===== config.mk =====
export PLATFORM = sky130hd
export DESIGN_NAME = armCore
export DESIGN_NICKNAME = d
export VERILOG_FILES = /design/src/logic/armIsaPkg.sv /design/src/logic/pipeCtrlPkg.sv /design/src/logic/regFile.sv /design/src/logic/fetchDecode.sv /design/src/logic/executeStage.sv /design/src/logic/hazardUnit.sv /design/src/logic/memWriteback.sv /design/src/logic/armCore.sv
export SDC_FILE = /design/constraint.sdc
export NUM_CORES = 2
export LEC_CHECK = 0
export ABC_AREA = 1
export BUFFER_PORTS_ARGS = -buffer_cell sky130_fd_sc_hd__buf_4
export CORE_MARGIN = 8
export CORE_UTILIZATION = 40
export CTS_BUF_LIST = sky130_fd_sc_hd__clkbuf_8
export DETAILED_ROUTE_END_ITERATION = 12
export GPL_TIMING_DRIVEN = 0
export MAX_ROUTING_LAYER = met4
export PLACE_DENSITY = 0.58
export SETUP_SLACK_MARGIN = 0.2
export SYNTH_ARGS = -nofsm -noshare
export SYNTH_HDL_FRONTEND = slang
export SYNTH_HIERARCHICAL = 1
export SYNTH_SLANG_ARGS = --single-unit

===== constraint.sdc =====
create_clock -name clk -period 4.24 [get_ports clk]
set_input_delay 0.636 -clock clk [delete_from_list [all_inputs] [get_ports clk]]
set_output_delay 0.636 -clock clk [all_outputs]
set_load 0.05 [all_outputs]

===== src/logic/armIsaPkg.sv =====
package armIsaPkg;

  typedef logic [3:0] regIndex;

  // R15 reads as the PC and is never written
  localparam regIndex pcIndex = 4'd15;

  typedef enum logic [3:0] {
    condEq = 4'b0000,
    condNe = 4'b0001,
    condAl = 4'b1110
  } condCode;

  typedef enum logic [3:0] {
    opAnd = 4'b0000,
    opSub = 4'b0010,
    opAdd = 4'b0100,
    opCmp = 4'b1010,
    opOrr = 4'b1100,
    opMov = 4'b1101
  } dpOpcode;

  // Bits 27:26 of every instruction
  typedef enum logic [1:0] {
    classDp  = 2'b00,
    classMem = 2'b01,
    classBr  = 2'b10
  } instrClass;

  // Register form keeps Rm in imm8[3:0], shift bits ignored
  typedef struct packed {
    condCode    cond;
    instrClass  opClass;
    logic       immFlag;
    dpOpcode    opcode;
    logic       sBit;
    regIndex    rn;
    regIndex    rd;
    logic [3:0] rot;
    logic [7:0] imm8;
  } dpFields;

  typedef struct packed {
    condCode     cond;
    instrClass   opClass;
    logic        regOffset;
    logic        preIndex;
    logic        up;
    logic        byteSel;
    logic        writeBack;
    logic        load;
    regIndex     rn;
    regIndex     rd;
    logic [11:0] imm12;
  } memFields;

  typedef struct packed {
    condCode     cond;
    instrClass   opClass;
    logic [1:0]  brKind;
    logic [23:0] imm24;
  } brFields;

  typedef union packed {
    dpFields  dp;
    memFields mem;
    brFields  br;
  } instrWord;

endpackage


===== src/logic/pipeCtrlPkg.sv =====
package pipeCtrlPkg;

  typedef enum logic [1:0] {
    aluAdd = 2'b00,
    aluSub = 2'b01,
    aluAnd = 2'b10,
    aluOrr = 2'b11
  } aluOp;

  // Source of an execute operand
  typedef enum logic [1:0] {
    fwdReg = 2'b00,
    fwdWb  = 2'b01,
    fwdMem = 2'b10
  } fwdSel;

  // NZCV, N in the top bit
  typedef logic [3:0] flagSet;

  localparam int flagN = 3;
  localparam int flagZ = 2;
  localparam int flagC = 1;
  localparam int flagV = 0;

endpackage


===== src/logic/regFile.sv =====
`timescale 1ns/1ns

module regFile import armIsaPkg::*; (
  input  logic        clk,
  input  logic        we,
  input  regIndex     ra1,
  input  regIndex     ra2,
  input  regIndex     wa,
  input  logic [31:0] wd,
  input  logic [31:0] pcPlus8,
  output logic [31:0] rd1,
  output logic [31:0] rd2
);

  logic [31:0] regs [0:14];

  always_ff @(posedge clk) begin
    if (we && wa != pcIndex) begin
      regs[wa] <= wd;
    end
  end

  // A write in the same cycle is passed through, so decode sees it
  function automatic logic [31:0] readPort(regIndex ra);
    logic [31:0] value;
    if (ra == pcIndex) begin
      value = pcPlus8;
    end else if (we && ra == wa) begin
      value = wd;
    end else begin
      value = regs[ra];
    end
    return value;
  endfunction

  always_comb begin
    rd1 = readPort(ra1);
    rd2 = readPort(ra2);
  end

endmodule


===== src/logic/fetchDecode.sv =====
`timescale 1ns/1ns

module fetchDecode import armIsaPkg::*, pipeCtrlPkg::*; #(
  parameter logic [31:0] resetVector = 32'h0000_0000
) (
  input  logic        clk,
  input  logic        rstN,
  input  logic        stallF,
  input  logic        stallD,
  input  logic        flushD,
  input  logic        branchTakenE,
  input  logic [31:0] branchTargetE,
  input  logic        regWriteW,
  input  regIndex     wa3W,
  input  logic [31:0] resultW,
  input  logic [31:0] instr,
  output logic [31:0] pc,
  output condCode     condD,
  output aluOp        aluOpD,
  output logic        aluSrcD,
  output logic        zeroAD,
  output logic        setFlagsD,
  output logic        regWriteD,
  output logic        memWriteD,
  output logic        memToRegD,
  output logic        branchD,
  output logic [31:0] rd1D,
  output logic [31:0] rd2D,
  output regIndex     ra1D,
  output regIndex     ra2D,
  output regIndex     wa3D,
  output logic [31:0] extImmD
);

  logic [31:0] pcPlus4;
  logic [31:0] pcNext;
  instrWord    instrD;
  logic        validD;
  logic [31:0] immBase;
  logic [4:0]  rotAmt;
  logic [31:0] immRot;

  // Fetch
  assign pcPlus4 = pc + 32'd4;
  assign pcNext  = branchTakenE ? branchTargetE : pcPlus4;

  always_ff @(posedge clk) begin
    if (!rstN) begin
      pc <= resetVector;
    end else if (!stallF) begin
      pc <= pcNext;
    end
  end

  // Fetch/decode register, an empty slot is a bubble
  always_ff @(posedge clk) begin
    if (!rstN || flushD) begin
      validD <= 1'b0;
    end else if (!stallD) begin
      validD <= 1'b1;
    end
  end

  always_ff @(posedge clk) begin
    if (!stallD) begin
      instrD <= instr;
    end
  end

  // imm8 rotated right by twice the rotate field
  assign immBase = {24'd0, instrD.dp.imm8};
  assign rotAmt  = {instrD.dp.rot, 1'b0};
  assign immRot  = (immBase >> rotAmt) | (immBase << (6'd32 - {1'b0, rotAmt}));

  // Unused read ports point at R15 so they never raise a hazard
  always_comb begin
    condD     = instrD.dp.cond;
    aluOpD    = aluAdd;
    aluSrcD   = 1'b1;
    zeroAD    = 1'b0;
    setFlagsD = 1'b0;
    regWriteD = 1'b0;
    memWriteD = 1'b0;
    memToRegD = 1'b0;
    branchD   = 1'b0;
    ra1D      = pcIndex;
    ra2D      = pcIndex;
    wa3D      = instrD.dp.rd;
    extImmD   = immRot;
    case (instrD.dp.opClass)
      classDp: begin
        aluSrcD   = instrD.dp.immFlag;
        setFlagsD = validD & (instrD.dp.sBit | (instrD.dp.opcode == opCmp));
        regWriteD = validD;
        ra1D      = instrD.dp.rn;
        if (!instrD.dp.immFlag) begin
          ra2D = instrD.dp.imm8[3:0];
        end
        case (instrD.dp.opcode)
          opAdd: aluOpD = aluAdd;
          opSub: aluOpD = aluSub;
          opAnd: aluOpD = aluAnd;
          opOrr: aluOpD = aluOrr;
          opMov: begin
            // ORR with a zero first operand
            aluOpD = aluOrr;
            zeroAD = 1'b1;
            ra1D   = pcIndex;
          end
          opCmp: begin
            aluOpD    = aluSub;
            regWriteD = 1'b0;
          end
          default: begin
            regWriteD = 1'b0;
            setFlagsD = 1'b0;
          end
        endcase
      end
      classMem: begin
        aluOpD    = instrD.mem.up ? aluAdd : aluSub;
        ra1D      = instrD.mem.rn;
        ra2D      = instrD.mem.rd;
        wa3D      = instrD.mem.rd;
        extImmD   = {20'd0, instrD.mem.imm12};
        regWriteD = validD & instrD.mem.load;
        memToRegD = validD & instrD.mem.load;
        memWriteD = validD & ~instrD.mem.load;
      end
      classBr: begin
        // Target is PC+8 plus the word offset, added in execute
        extImmD = {{6{instrD.br.imm24[23]}}, instrD.br.imm24, 2'b00};
        branchD = validD;
      end
      default: begin
        extImmD = immRot;
      end
    endcase
  end

  regFile i_regFile (
    .clk,
    .we      (regWriteW),
    .ra1     (ra1D),
    .ra2     (ra2D),
    .wa      (wa3W),
    .wd      (resultW),
    .pcPlus8 (pcPlus4),
    .rd1     (rd1D),
    .rd2     (rd2D)
  );

endmodule


===== src/logic/executeStage.sv =====
`timescale 1ns/1ns

module executeStage import armIsaPkg::*, pipeCtrlPkg::*; (
  input  logic        clk,
  input  logic        rstN,
  input  logic        flushE,
  input  fwdSel       forwardAE,
  input  fwdSel       forwardBE,
  input  condCode     condD,
  input  aluOp        aluOpD,
  input  logic        aluSrcD,
  input  logic        zeroAD,
  input  logic        setFlagsD,
  input  logic        regWriteD,
  input  logic        memWriteD,
  input  logic        memToRegD,
  input  logic        branchD,
  input  logic [31:0] rd1D,
  input  logic [31:0] rd2D,
  input  regIndex     ra1D,
  input  regIndex     ra2D,
  input  regIndex     wa3D,
  input  logic [31:0] extImmD,
  input  logic [31:0] resultW,
  output logic        branchTakenE,
  output logic [31:0] branchTargetE,
  output logic [31:0] aluOutM,
  output logic [31:0] writeDataM,
  output regIndex     wa3M,
  output logic        regWriteM,
  output logic        memWriteM,
  output logic        memToRegM,
  output regIndex     ra1E,
  output regIndex     ra2E,
  output regIndex     wa3E,
  output logic        memToRegE
);

  condCode     condE;
  aluOp        aluOpE;
  logic        aluSrcE;
  logic        zeroAE;
  logic        setFlagsE;
  logic        regWriteE;
  logic        memWriteE;
  logic        branchE;
  logic [31:0] rd1E;
  logic [31:0] rd2E;
  logic [31:0] extImmE;
  logic [31:0] srcAE;
  logic [31:0] srcBE;
  logic [31:0] bAddE;
  logic [31:0] writeDataE;
  logic [32:0] sumE;
  logic [31:0] aluResultE;
  flagSet      aluFlagsE;
  flagSet      flags;
  logic        condHoldsE;

  // Decode/execute register
  always_ff @(posedge clk) begin
    if (!rstN || flushE) begin
      setFlagsE <= 1'b0;
      regWriteE <= 1'b0;
      memWriteE <= 1'b0;
      memToRegE <= 1'b0;
      branchE   <= 1'b0;
    end else begin
      setFlagsE <= setFlagsD;
      regWriteE <= regWriteD;
      memWriteE <= memWriteD;
      memToRegE <= memToRegD;
      branchE   <= branchD;
    end
  end

  always_ff @(posedge clk) begin
    condE   <= condD;
    aluOpE  <= aluOpD;
    aluSrcE <= aluSrcD;
    zeroAE  <= zeroAD;
    rd1E    <= rd1D;
    rd2E    <= rd2D;
    extImmE <= extImmD;
    ra1E    <= ra1D;
    ra2E    <= ra2D;
    wa3E    <= wa3D;
  end

  function automatic logic [31:0] fwdMux(fwdSel sel, logic [31:0] regVal,
                                         logic [31:0] wbVal, logic [31:0] memVal);
    logic [31:0] value;
    case (sel)
      fwdWb:   value = wbVal;
      fwdMem:  value = memVal;
      default: value = regVal;
    endcase
    return value;
  endfunction

  assign srcAE      = zeroAE ? 32'd0 : fwdMux(forwardAE, rd1E, resultW, aluOutM);
  assign writeDataE = fwdMux(forwardBE, rd2E, resultW, aluOutM);
  assign srcBE      = aluSrcE ? extImmE : writeDataE;

  // One adder for both, subtract is A + ~B + 1
  assign bAddE = (aluOpE == aluSub) ? ~srcBE : srcBE;
  assign sumE  = {1'b0, srcAE} + {1'b0, bAddE} + {32'd0, aluOpE == aluSub};

  always_comb begin
    case (aluOpE)
      aluAnd:  aluResultE = srcAE & srcBE;
      aluOrr:  aluResultE = srcAE | srcBE;
      default: aluResultE = sumE[31:0];
    endcase
  end

  // Logical ops keep C and V
  always_comb begin
    aluFlagsE[flagN] = aluResultE[31];
    aluFlagsE[flagZ] = (aluResultE == 32'd0);
    aluFlagsE[flagC] = flags[flagC];
    aluFlagsE[flagV] = flags[flagV];
    if (aluOpE == aluAdd || aluOpE == aluSub) begin
      aluFlagsE[flagC] = sumE[32];
      aluFlagsE[flagV] = (srcAE[31] == bAddE[31]) && (sumE[31] != srcAE[31]);
    end
  end

  always_comb begin
    case (condE)
      condAl:  condHoldsE = 1'b1;
      condEq:  condHoldsE = flags[flagZ];
      condNe:  condHoldsE = !flags[flagZ];
      default: condHoldsE = 1'b0;
    endcase
  end

  always_ff @(posedge clk) begin
    if (!rstN) begin
      flags <= '0;
    end else if (setFlagsE && condHoldsE) begin
      flags <= aluFlagsE;
    end
  end

  assign branchTakenE  = branchE & condHoldsE;
  assign branchTargetE = aluResultE;

  // Execute/memory register, strobes only for a passing condition
  always_ff @(posedge clk) begin
    if (!rstN) begin
      regWriteM <= 1'b0;
      memWriteM <= 1'b0;
      memToRegM <= 1'b0;
    end else begin
      regWriteM <= regWriteE & condHoldsE;
      memWriteM <= memWriteE & condHoldsE;
      memToRegM <= memToRegE & condHoldsE;
    end
  end

  always_ff @(posedge clk) begin
    aluOutM    <= aluResultE;
    writeDataM <= writeDataE;
    wa3M       <= wa3E;
  end

endmodule


===== src/logic/hazardUnit.sv =====
`timescale 1ns/1ns

module hazardUnit import armIsaPkg::*, pipeCtrlPkg::*; (
  input  regIndex ra1D,
  input  regIndex ra2D,
  input  regIndex ra1E,
  input  regIndex ra2E,
  input  regIndex wa3E,
  input  regIndex wa3M,
  input  regIndex wa3W,
  input  logic    regWriteM,
  input  logic    regWriteW,
  input  logic    memToRegE,
  input  logic    branchTakenE,
  output fwdSel   forwardAE,
  output fwdSel   forwardBE,
  output logic    stallF,
  output logic    stallD,
  output logic    flushD,
  output logic    flushE
);

  logic ldrStall;

  // Memory stage wins, it holds the younger result
  function automatic fwdSel pickForward(regIndex ra);
    fwdSel sel;
    if (regWriteM && ra == wa3M) begin
      sel = fwdMem;
    end else if (regWriteW && ra == wa3W) begin
      sel = fwdWb;
    end else begin
      sel = fwdReg;
    end
    return sel;
  endfunction

  always_comb begin
    forwardAE = pickForward(ra1E);
    forwardBE = pickForward(ra2E);
  end

  // Load data is ready only in writeback, so hold decode one cycle
  assign ldrStall = memToRegE && (ra1D == wa3E || ra2D == wa3E);

  assign stallF = ldrStall;
  assign stallD = ldrStall;
  assign flushD = branchTakenE;
  assign flushE = ldrStall | branchTakenE;

endmodule


===== src/logic/memWriteback.sv =====
`timescale 1ns/1ns

module memWriteback import armIsaPkg::*; (
  input  logic        clk,
  input  logic        rstN,
  input  logic [31:0] aluOutM,
  input  logic [31:0] writeDataM,
  input  regIndex     wa3M,
  input  logic        regWriteM,
  input  logic        memWriteM,
  input  logic        memToRegM,
  input  logic [31:0] readData,
  output logic [31:0] dataAddr,
  output logic [31:0] writeData,
  output logic        memWrite,
  output logic [31:0] resultW,
  output regIndex     wa3W,
  output logic        regWriteW
);

  logic [31:0] aluOutW;
  logic [31:0] readDataW;
  logic        memToRegW;

  // Data memory ports
  assign dataAddr  = aluOutM;
  assign writeData = writeDataM;
  assign memWrite  = memWriteM;

  always_ff @(posedge clk) begin
    if (!rstN) begin
      regWriteW <= 1'b0;
      memToRegW <= 1'b0;
    end else begin
      regWriteW <= regWriteM;
      memToRegW <= memToRegM;
    end
  end

  always_ff @(posedge clk) begin
    aluOutW   <= aluOutM;
    readDataW <= readData;
    wa3W      <= wa3M;
  end

  assign resultW = memToRegW ? readDataW : aluOutW;

endmodule


===== src/logic/armCore.sv =====
`timescale 1ns/1ns

module armCore import armIsaPkg::*, pipeCtrlPkg::*; #(
  parameter logic [31:0] resetVector = 32'h0000_0000
) (
  input  logic        clk,
  input  logic        rstN,
  input  logic [31:0] instr,
  input  logic [31:0] readData,
  output logic [31:0] pc,
  output logic [31:0] dataAddr,
  output logic [31:0] writeData,
  output logic        memWrite
);

  // Decode to execute
  condCode     condD;
  aluOp        aluOpD;
  logic        aluSrcD;
  logic        zeroAD;
  logic        setFlagsD;
  logic        regWriteD;
  logic        memWriteD;
  logic        memToRegD;
  logic        branchD;
  logic [31:0] rd1D;
  logic [31:0] rd2D;
  regIndex     ra1D;
  regIndex     ra2D;
  regIndex     wa3D;
  logic [31:0] extImmD;

  // Execute and memory stage
  logic        branchTakenE;
  logic [31:0] branchTargetE;
  regIndex     ra1E;
  regIndex     ra2E;
  regIndex     wa3E;
  logic        memToRegE;
  logic [31:0] aluOutM;
  logic [31:0] writeDataM;
  regIndex     wa3M;
  logic        regWriteM;
  logic        memWriteM;
  logic        memToRegM;

  // Writeback
  logic [31:0] resultW;
  regIndex     wa3W;
  logic        regWriteW;

  // Hazard controls
  fwdSel       forwardAE;
  fwdSel       forwardBE;
  logic        stallF;
  logic        stallD;
  logic        flushD;
  logic        flushE;

  fetchDecode #(
    .resetVector (resetVector)
  ) i_fetchDecode (
    .clk, .rstN, .stallF, .stallD, .flushD,
    .branchTakenE, .branchTargetE,
    .regWriteW, .wa3W, .resultW,
    .instr, .pc,
    .condD, .aluOpD, .aluSrcD, .zeroAD, .setFlagsD,
    .regWriteD, .memWriteD, .memToRegD, .branchD,
    .rd1D, .rd2D, .ra1D, .ra2D, .wa3D, .extImmD
  );

  executeStage i_executeStage (
    .clk, .rstN, .flushE, .forwardAE, .forwardBE,
    .condD, .aluOpD, .aluSrcD, .zeroAD, .setFlagsD,
    .regWriteD, .memWriteD, .memToRegD, .branchD,
    .rd1D, .rd2D, .ra1D, .ra2D, .wa3D, .extImmD,
    .resultW,
    .branchTakenE, .branchTargetE,
    .aluOutM, .writeDataM, .wa3M, .regWriteM, .memWriteM, .memToRegM,
    .ra1E, .ra2E, .wa3E, .memToRegE
  );

  hazardUnit i_hazardUnit (
    .ra1D, .ra2D, .ra1E, .ra2E,
    .wa3E, .wa3M, .wa3W,
    .regWriteM, .regWriteW, .memToRegE, .branchTakenE,
    .forwardAE, .forwardBE, .stallF, .stallD, .flushD, .flushE
  );

  memWriteback i_memWriteback (
    .clk, .rstN,
    .aluOutM, .writeDataM, .wa3M, .regWriteM, .memWriteM, .memToRegM,
    .readData,
    .dataAddr, .writeData, .memWrite,
    .resultW, .wa3W, .regWriteW
  );

endmodule


# After elaboration in Yosys (flattened, before gate mapping)
# Memory sizes are Yosys's and may differ from the RTL's.
# Index checks and enable logic that the tools add are counted.
[totals]
n_memories = 1
word_cells = 137
ff_bits = 328
ram_bits = 480
[mem_list]
columns = ["name", "words", "width", "read_ports", "rd_clocked_by_memory_dff", "wr", "line_no", "source"]
rows = [
  ["i_fetchDecode.i_regFile.regs", 15, 32, 2, 0, 1, "regFile.sv:15", "logic [31:0] regs [0:14];"],
]
[op_classes]
shifts = 2
bitwise = 18
n_eq_ne = 27
mux = 30
add_sub_neg = 4
reduce_logical = 25
[ops]
columns = ["op", "n"]
rows = [
  ["32-bit 2-to-1 mux", 9],
  ["32-bit one-hot mux with 2 select lines", 4],
  ["32-bit bitwise OR", 2],
  ["32-bit by 1-bit adder with 32-bit output", 1],
  ["32-bit by 3-bit adder with 32-bit output, second input constant", 1],
  ["32-bit adder", 1],
  ["32-bit bitwise AND", 1],
  ["4-bit equality test", 8],
  ["32-bit zero test", 1],
  ["32-bit NOT", 1],
  ["8-bit by 6-bit left shift with 32-bit output", 1],
  ["8-bit by 5-bit right shift with 32-bit output", 1],
  ["4-bit equality test, second input constant", 6],
  ["4-bit one-hot mux with 2 select lines", 2],
  ["2-bit equality test, second input constant", 5],
  ["1-bit logical AND", 9],
  ["2-bit by 1-bit equality test with 1-bit output, second input constant", 4],
  ["4-bit zero test", 2],
  ["4-bit 2-to-1 mux", 2],
  ["2-bit OR reduction", 4],
  ["1-bit bitwise AND", 7],
  ["1-bit 2-to-1 mux", 7],
  ["2-bit one-hot mux with 3 select lines", 1],
  ["6-bit OR reduction", 1],
  ["16 further kinds", 25],
]

# Depth between registers and ports, before layout
[depth]
depth_word = 13
ltp_mapped = 38

# Hierarchy
# The synthesis kept the hierarchy.
[modules_own_cells]
columns = ["mod", "instances", "area_per_inst_um2", "cells_each"]
rows = [
  ["regFile", 1, 26237.7, 3286],
  ["executeStage", 1, 9267.6, 1263],
  ["fetchDecode", 1, 4555.6, 678],
  ["memWriteback", 1, 2396.0, 243],
  ["hazardUnit", 1, 436.7, 97],
]

# Worst setup path after synthesis
# OpenSTA, ideal clock, no wires.
[synth_path]
path_kind = "reg-to-reg"
from = "register i_memWriteback.wa3W[2]"
to = "register i_executeStage.flags[2]"
required_ns = 4.174
stages_incl_launch_ff = 31
period_less_slack_ns = 3.896
t_arrival_ns = 3.830
path_slack_ns = 0.344
cell_sequence = "dfxtp_1 > xnor2_1 > nand3_1 > nor2_1 > nand2_1 > inv_1 > inv_1 > ha_1 > buf_6 > inv_6 > buf_6 > buf_2 > nor2_1 > a21oi_1 > nand2_1 > nand2_1 > xor2_1 > ha_1 > a21oi_1 > a21boi_2 > nand2_1 > nand3_1 > nand3_1 > xor2_1 > a21boi_0 > nand3_1 > nor2_1 > nand3_1 > nor2_1 > nand2_1 > a21oi_2"
[synth_via]
elab_chain_len = 13
elab_cells_between_ends = 24
classes_between = "2 x add/sub; 6 x eq/ne; 10 x mux; 3 x bitwise; 3 x reduce/logical"
[synth_rtl]
columns = ["element", "line_no", "source"]
rows = [
  ["start: declaration", "memWriteback.sv:17", "output regIndex wa3W,"],
  ["start signal: assignment", "memWriteback.sv:43", "wa3W <= wa3M;"],
  ["4-bit equality test (*)", "hazardUnit.sv:30", "end else if (regWriteW && ra == wa3W) begin"],
  ["1-bit logical AND (*)", "hazardUnit.sv:30", ""],
  ["1-bit 2-to-1 mux (*)", "hazardUnit.sv:30", ""],
  ["2-bit 2-to-1 mux (*)", "hazardUnit.sv:28", "if (regWriteM && ra == wa3M) begin"],
  ["net forwardBE[0]", "armCore.sv:54", "fwdSel forwardBE;"],
  ["2-bit equality test / 2-bit by 1-bit equality test with 1-bit output (equally long branches)", "executeStage.sv:93", "case (sel)"],
  ["32-bit one-hot mux with 2 select lines (*)", "executeStage.sv:93", ""],
  ["net i_executeStage.writeDataE[7]", "executeStage.sv:53", "logic [31:0] writeDataE;"],
  ["32-bit 2-to-1 mux (*)", "executeStage.sv:103", "assign srcBE = aluSrcE ? extImmE : writeDataE;"],
  ["32-bit NOT", "executeStage.sv:106", "assign bAddE = (aluOpE == aluSub) ? ~srcBE : srcBE;"],
  ["32-bit 2-to-1 mux", "executeStage.sv:106", ""],
  ["32-bit adder", "executeStage.sv:107", "assign sumE = {1'b0, srcAE} + {1'b0, bAddE} + {32'd0, aluOpE == aluSub};"],
  ["32-bit by 1-bit adder with 32-bit output", "executeStage.sv:107", ""],
  ["32-bit one-hot mux with 2 select lines (*)", "executeStage.sv:110", "case (aluOpE)"],
  ["32-bit zero test (*)", "executeStage.sv:120", "aluFlagsE[flagZ] = (aluResultE == 32'd0);"],
  ["end signal: assignment", "executeStage.sv:142", "flags <= aluFlagsE;"],
  ["end: declaration", "executeStage.sv:57", "flagSet flags;"],
]
# The timed path passes the listed nets; every way through them passes the cells marked *.
# A chain may end at the register's enable or synchronous reset.

# Worst setup path after layout
[layout_path]
from = "register i_executeStage.aluOpE[0]"
to = "register i_executeStage.flags[2]"
[layout_via]
elab_chain_len = 6
elab_cells_between_ends = 8
classes_between = "2 x add/sub; 3 x eq/ne; 2 x mux; 1 x reduce/logical"
[layout_rtl]
columns = ["element", "line_no", "source"]
rows = [
  ["start: declaration", "executeStage.sv:40", "aluOp aluOpE;"],
  ["start signal: assignment", "executeStage.sv:79", "aluOpE <= aluOpD;"],
  ["2-bit by 1-bit equality test with 1-bit output", "executeStage.sv:106, executeStage.sv:107", ""],
  ["32-bit 2-to-1 mux", "executeStage.sv:106", ""],
  ["32-bit adder", "executeStage.sv:107", ""],
  ["32-bit by 1-bit adder with 32-bit output", "executeStage.sv:107", ""],
  ["32-bit one-hot mux with 2 select lines (*)", "executeStage.sv:110", ""],
  ["net branchTargetE[8]", "armCore.sv:35", "logic [31:0] branchTargetE;"],
  ["32-bit zero test (*)", "executeStage.sv:120", ""],
]
# Marks and branches as above.

==> impl_results.md <==
- Status: finished with violations
- Hold Path Origin: rstN
- Fin. Hold Viols: 0
- Worst Path Arrival: around 5400 ps
- Chip height: ~340 µm
- Max Cap Violations: 0
- Critical path class: reg -> reg
- Slew margin rel.: 0.100
- Synth Instances: ~5600
- Total congestion overflow: 0
- Data required time of the critical path: about 5000 ps
- Clock root cell: clkbuf_8
- Fmax achieved: between 0.2 and 0.25 GHz
- Crit-path slowest cell: buf_1
- Core ar.: between 0.1 and 0.15 mm²
- Worst setup margin: -399 ps
- Hold Crit Class: in -> reg
- Num CTS Buffers: roughly 150
- Post-synth EDFFs: 512
- Worst-case hold slack: approximately 160 ps
- Die X: roughly 340 µm
- Reg clk slew, reported paths: ~60 ps
- Reg2reg end: i_executeStage/flags[2]$_SDFFE_PN0P_
- Area grow syn2layout: 24.9%
- Worst-Skew Late Latency: roughly 840 ps
- Critical path peak fanout: 10
- R2r setup slk: -400 ps
- Synth unique cells: 63
- # setup viols final: 12
- Filler instances: slightly above 10000
- Number of synthesized register bits: slightly above 800
- First-pass GRT wire length: around 290000 µm
- Worst-Margin Slew: ~1300 ps
- H-tree levels: 4
- Crit start category: register
- Antenna violations before repair: 7
- Syn Nets: 5673
- Die area: 0.118 mm²
- R2R cell count: 24
- DR iter-0 viols: 6273
- I/O Pins: between 150 and 200
- Hold Path Stages: 3
- PwrDens: slightly below 500 mW/mm²
- Inst Count DP: a little over 7000
- Tmin final: ~4600 ps
- Share of cells above drive strength 1: 0.219
- Placement Rows: between 100 and 150
- Total wire length: 207000 µm
- VDD IR-drop max: roughly 440 µV
- Yosys top cell area share: 0.358
- Tot Pwr: around 26000 µW
- Via count: ~43000
- Unrepaired setup endpoints after global routing: yes
- Synth Flop Type: edfxtp_1
- CP cell instances: buf_4 -> inv_2 -> nor2_2 -> buf_1 -> xor2_1 -> ha_2 -> nand2_1 -> nand2_2 -> inv_2 -> o21ai_4 -> nand2_4 -> nand2_8 -> nand2_2 -> nand3_4 -> nand2_4 -> nor3_4 -> nand3_4 -> nor2_4 -> nand3_2 -> nor2_4 -> nand3_2 -> nor2_4 -> nand2_4 -> a21oi_2
- CP Capture Type: register
- Max-slew violations: 0
- Hold endpoint: i_memWriteback/memToRegW$_SDFF_PN0_
- Initial core utilization: 0.402
- DR vias/cell: about 5.6
- Drt wl/cell: roughly 27 µm
- CTS tree: yes
- Crit path buf inv count: 4
- Clock Path Buffers: 3
- # clock sinks: a little over 800
- Nets: 6220
- Top delay family on crit path: simple AND/OR/NAND/NOR gates
- Post-route DRC: 0
- Yosys top cell by area: edfxtp_1
- PortBufs: ~160
- Placed wire-length estimate: 151000 µm
- Seq/Total Area, Yosys: 0.497
- Mapped Avg Cell Area: 7.70 µm²
- RePlAce Congestion: approximately 1.0
- Number of global-route vias before repair: between 40000 and 50000
- Antenna Nets Post-Route: 0
- Layout Cells excl Fill: between 7000 and 8000
- Cell area after synthesis: between 0.04 and 0.05 mm²
- Pin count of the biggest net entering global routing: 34
- Clock Skew: around 42 ps
- Final Cycle Share: 1.09
- Failing checks: negative setup slack
- Reg-to-Reg Start: i_executeStage/aluOpE[0]$_DFF_P_
- DRT Pass-1 Iters: 9
- Synth Warn #: 6
- Asr flop ratio synth: 0
- Critical Path Start: i_executeStage/aluOpE[0]$_DFF_P_
- Lkg Pwr: between 0.02 and 0.025 µW
- Crit path largest cell delay: just over 1000 ps
- Top cells by area, synth: edfxtp_1 (36%), nand2_1 (18%), dfxtp_1 (14%)
- GRT Total Usage: 0.349
[power by group]
group	internal, µW	switching (µW)
logic	2430	5800
registers	9610	595
clock network	3890	3520
[area by class of cell]
class | count | area [µm²] | area share
inverters | 522 | 2000 | 0.0373
repair buffers | 397 | 3610 | 0.0675
multi-input cells | 3880 | 19800 | 0.369
clock buffers | 169 | 2330 | 0.0434
flip-flops and latches | 808 | 21300 | 0.398
diodes | 7 | 17.5 | 0.000327
clock inverters | 99 | 552 | 0.0103
well taps | 1403 | 1760 | 0.0328
plain buffers | 357 | 2200 | 0.0411
[cell usage after synthesis (5+ instances only)]
| cell type | n |
|---|---|
| xnor2_1 | 11 |
| inv_1 | 493 |
| a21o_1 | 5 |
| buf_2 | 170 |
| buf_4 | 91 |
| nor2_4 | 8 |
| o21ai_1 | 28 |
| nand2_2 | 26 |
| nand3_1 | 735 |
| buf_1 | 19 |
| nor2_1 | 364 |
| a221oi_1 | 9 |
| inv_2 | 23 |
| nor3_1 | 14 |
| a21oi_1 | 213 |
| edfxtp_1 | 512 |
| o21ai_0 | 133 |
| o22ai_1 | 12 |
| buf_6 | 15 |
| o21a_1 | 5 |
| nand4_1 | 24 |
| o21bai_1 | 7 |
| maj3_1 | 6 |
| dfxtp_1 | 296 |
| xor2_1 | 46 |
| ha_1 | 39 |
| clkbuf_1 | 57 |
| nand2_1 | 2059 |
| nand3b_1 | 8 |
| o211ai_1 | 17 |
| or2_2 | 24 |
| a31oi_1 | 9 |
| a22o_1 | 8 |
| nor2_2 | 13 |
| a21boi_0 | 6 |
[metrics by stage]
stage	setup slack, ps	setup TNS, ps	utilization	cell area [µm²]
floorplan	344	0	-	42900
global placement	-2050	-129180	0.430	45900
detailed placement	-2090	-36400	0.434	46300
CTS	-281	-491	0.486	51900
global route	-537	-5990	0.502	53600
finish	-399	-1740	0.502	53600
[cell families after synthesis]
family,after synthesis,share of synthesized area
buf+inv,879,0.0940
simple gates,3292,0.320
flops,808,0.497
fa+ha+maj,50,0.0143
mux,1,0.000233
compound gates,477,0.0626
xor+xnor,60,0.0128
[worst max path at each step]
stage                                           endpoint  slack, ps  depth (start not counted)
floorplan           i_executeStage/flags[2]$_SDFFE_PN0P_        340                         30
global placement    i_executeStage/flags[2]$_SDFFE_PN0P_      -2050                         26
detailed placement  i_executeStage/flags[2]$_SDFFE_PN0P_      -2090                         26
CTS                 i_executeStage/flags[2]$_SDFFE_PN0P_       -280                         33
global route        i_executeStage/flags[2]$_SDFFE_PN0P_       -540                         34
finish              i_executeStage/flags[2]$_SDFFE_PN0P_       -400                         24
[metal layers]
layer,GRT usage,wire [µm],up-vias
met3,0.0746,22700,797
li1,-,-,19100
met2,0.538,92000,3016
met4,0.232,17200,0
met1,0.411,75500,19800
met5,-,0,-
[placed cells by master, fill, tap and decap left out, types with 10 or more instances in the layout]
cell / n
nand2_1: 1934
nand3_1: 701
inv_1: 517
edfxtp_1: 512
buf_4: 351
nor2_1: 308
dfxtp_1: 285
clkbuf_8: 172
buf_2: 166
a21oi_1: 137
nand2_2: 127
o21ai_0: 109
dlygate4sd3_1: 64
buf_6: 64
a21oi_2: 59
clkbuf_1: 46
nor2_4: 43
inv_2: 41
o21ai_1: 40
nor2_2: 34
nand3_2: 30
xor2_1: 28
buf_12: 26
nand2_4: 26
nand4_1: 24
or2_2: 24
clkinv_2: 22
clkinv_1: 22
a21oi_4: 21
ha_4: 21
xor2_2: 19
buf_1: 18
o211ai_1: 17
ha_1: 14
o22ai_1: 11
o21ai_2: 10
[tightest hold or removal path, delay by kind of cell]
family	cells	cell delay (ps)
AND/OR/NAND/NOR	1	70
buffers and inverters	2	200
[state kept, by name, summed over array words and instances, names as in the netlist, 32 cells and up]
register / flops
i_fetchDecode/pc: 32
i_executeStage/writeDataM: 32
i_fetchDecode/i_regFile/regs: 480
i_memWriteback/aluOutW: 32
i_executeStage/rd1E: 32
i_executeStage/aluOutM: 32
i_memWriteback/readDataW: 32
i_fetchDecode/instrD: 32
i_executeStage/extImmE: 32
i_executeStage/rd2E: 32
[repair_timing]
action                                 in CTS  in global routing
hold buffers                               64                  0
endpoints found under the hold margin      64                  0
pin swaps                                 100                140
setup endpoints to repair                  69                 94
setup buffers                             102                 52
gates cloned                                2                  0
resized for setup                         342                310
(Power assumes the default switching activity.)
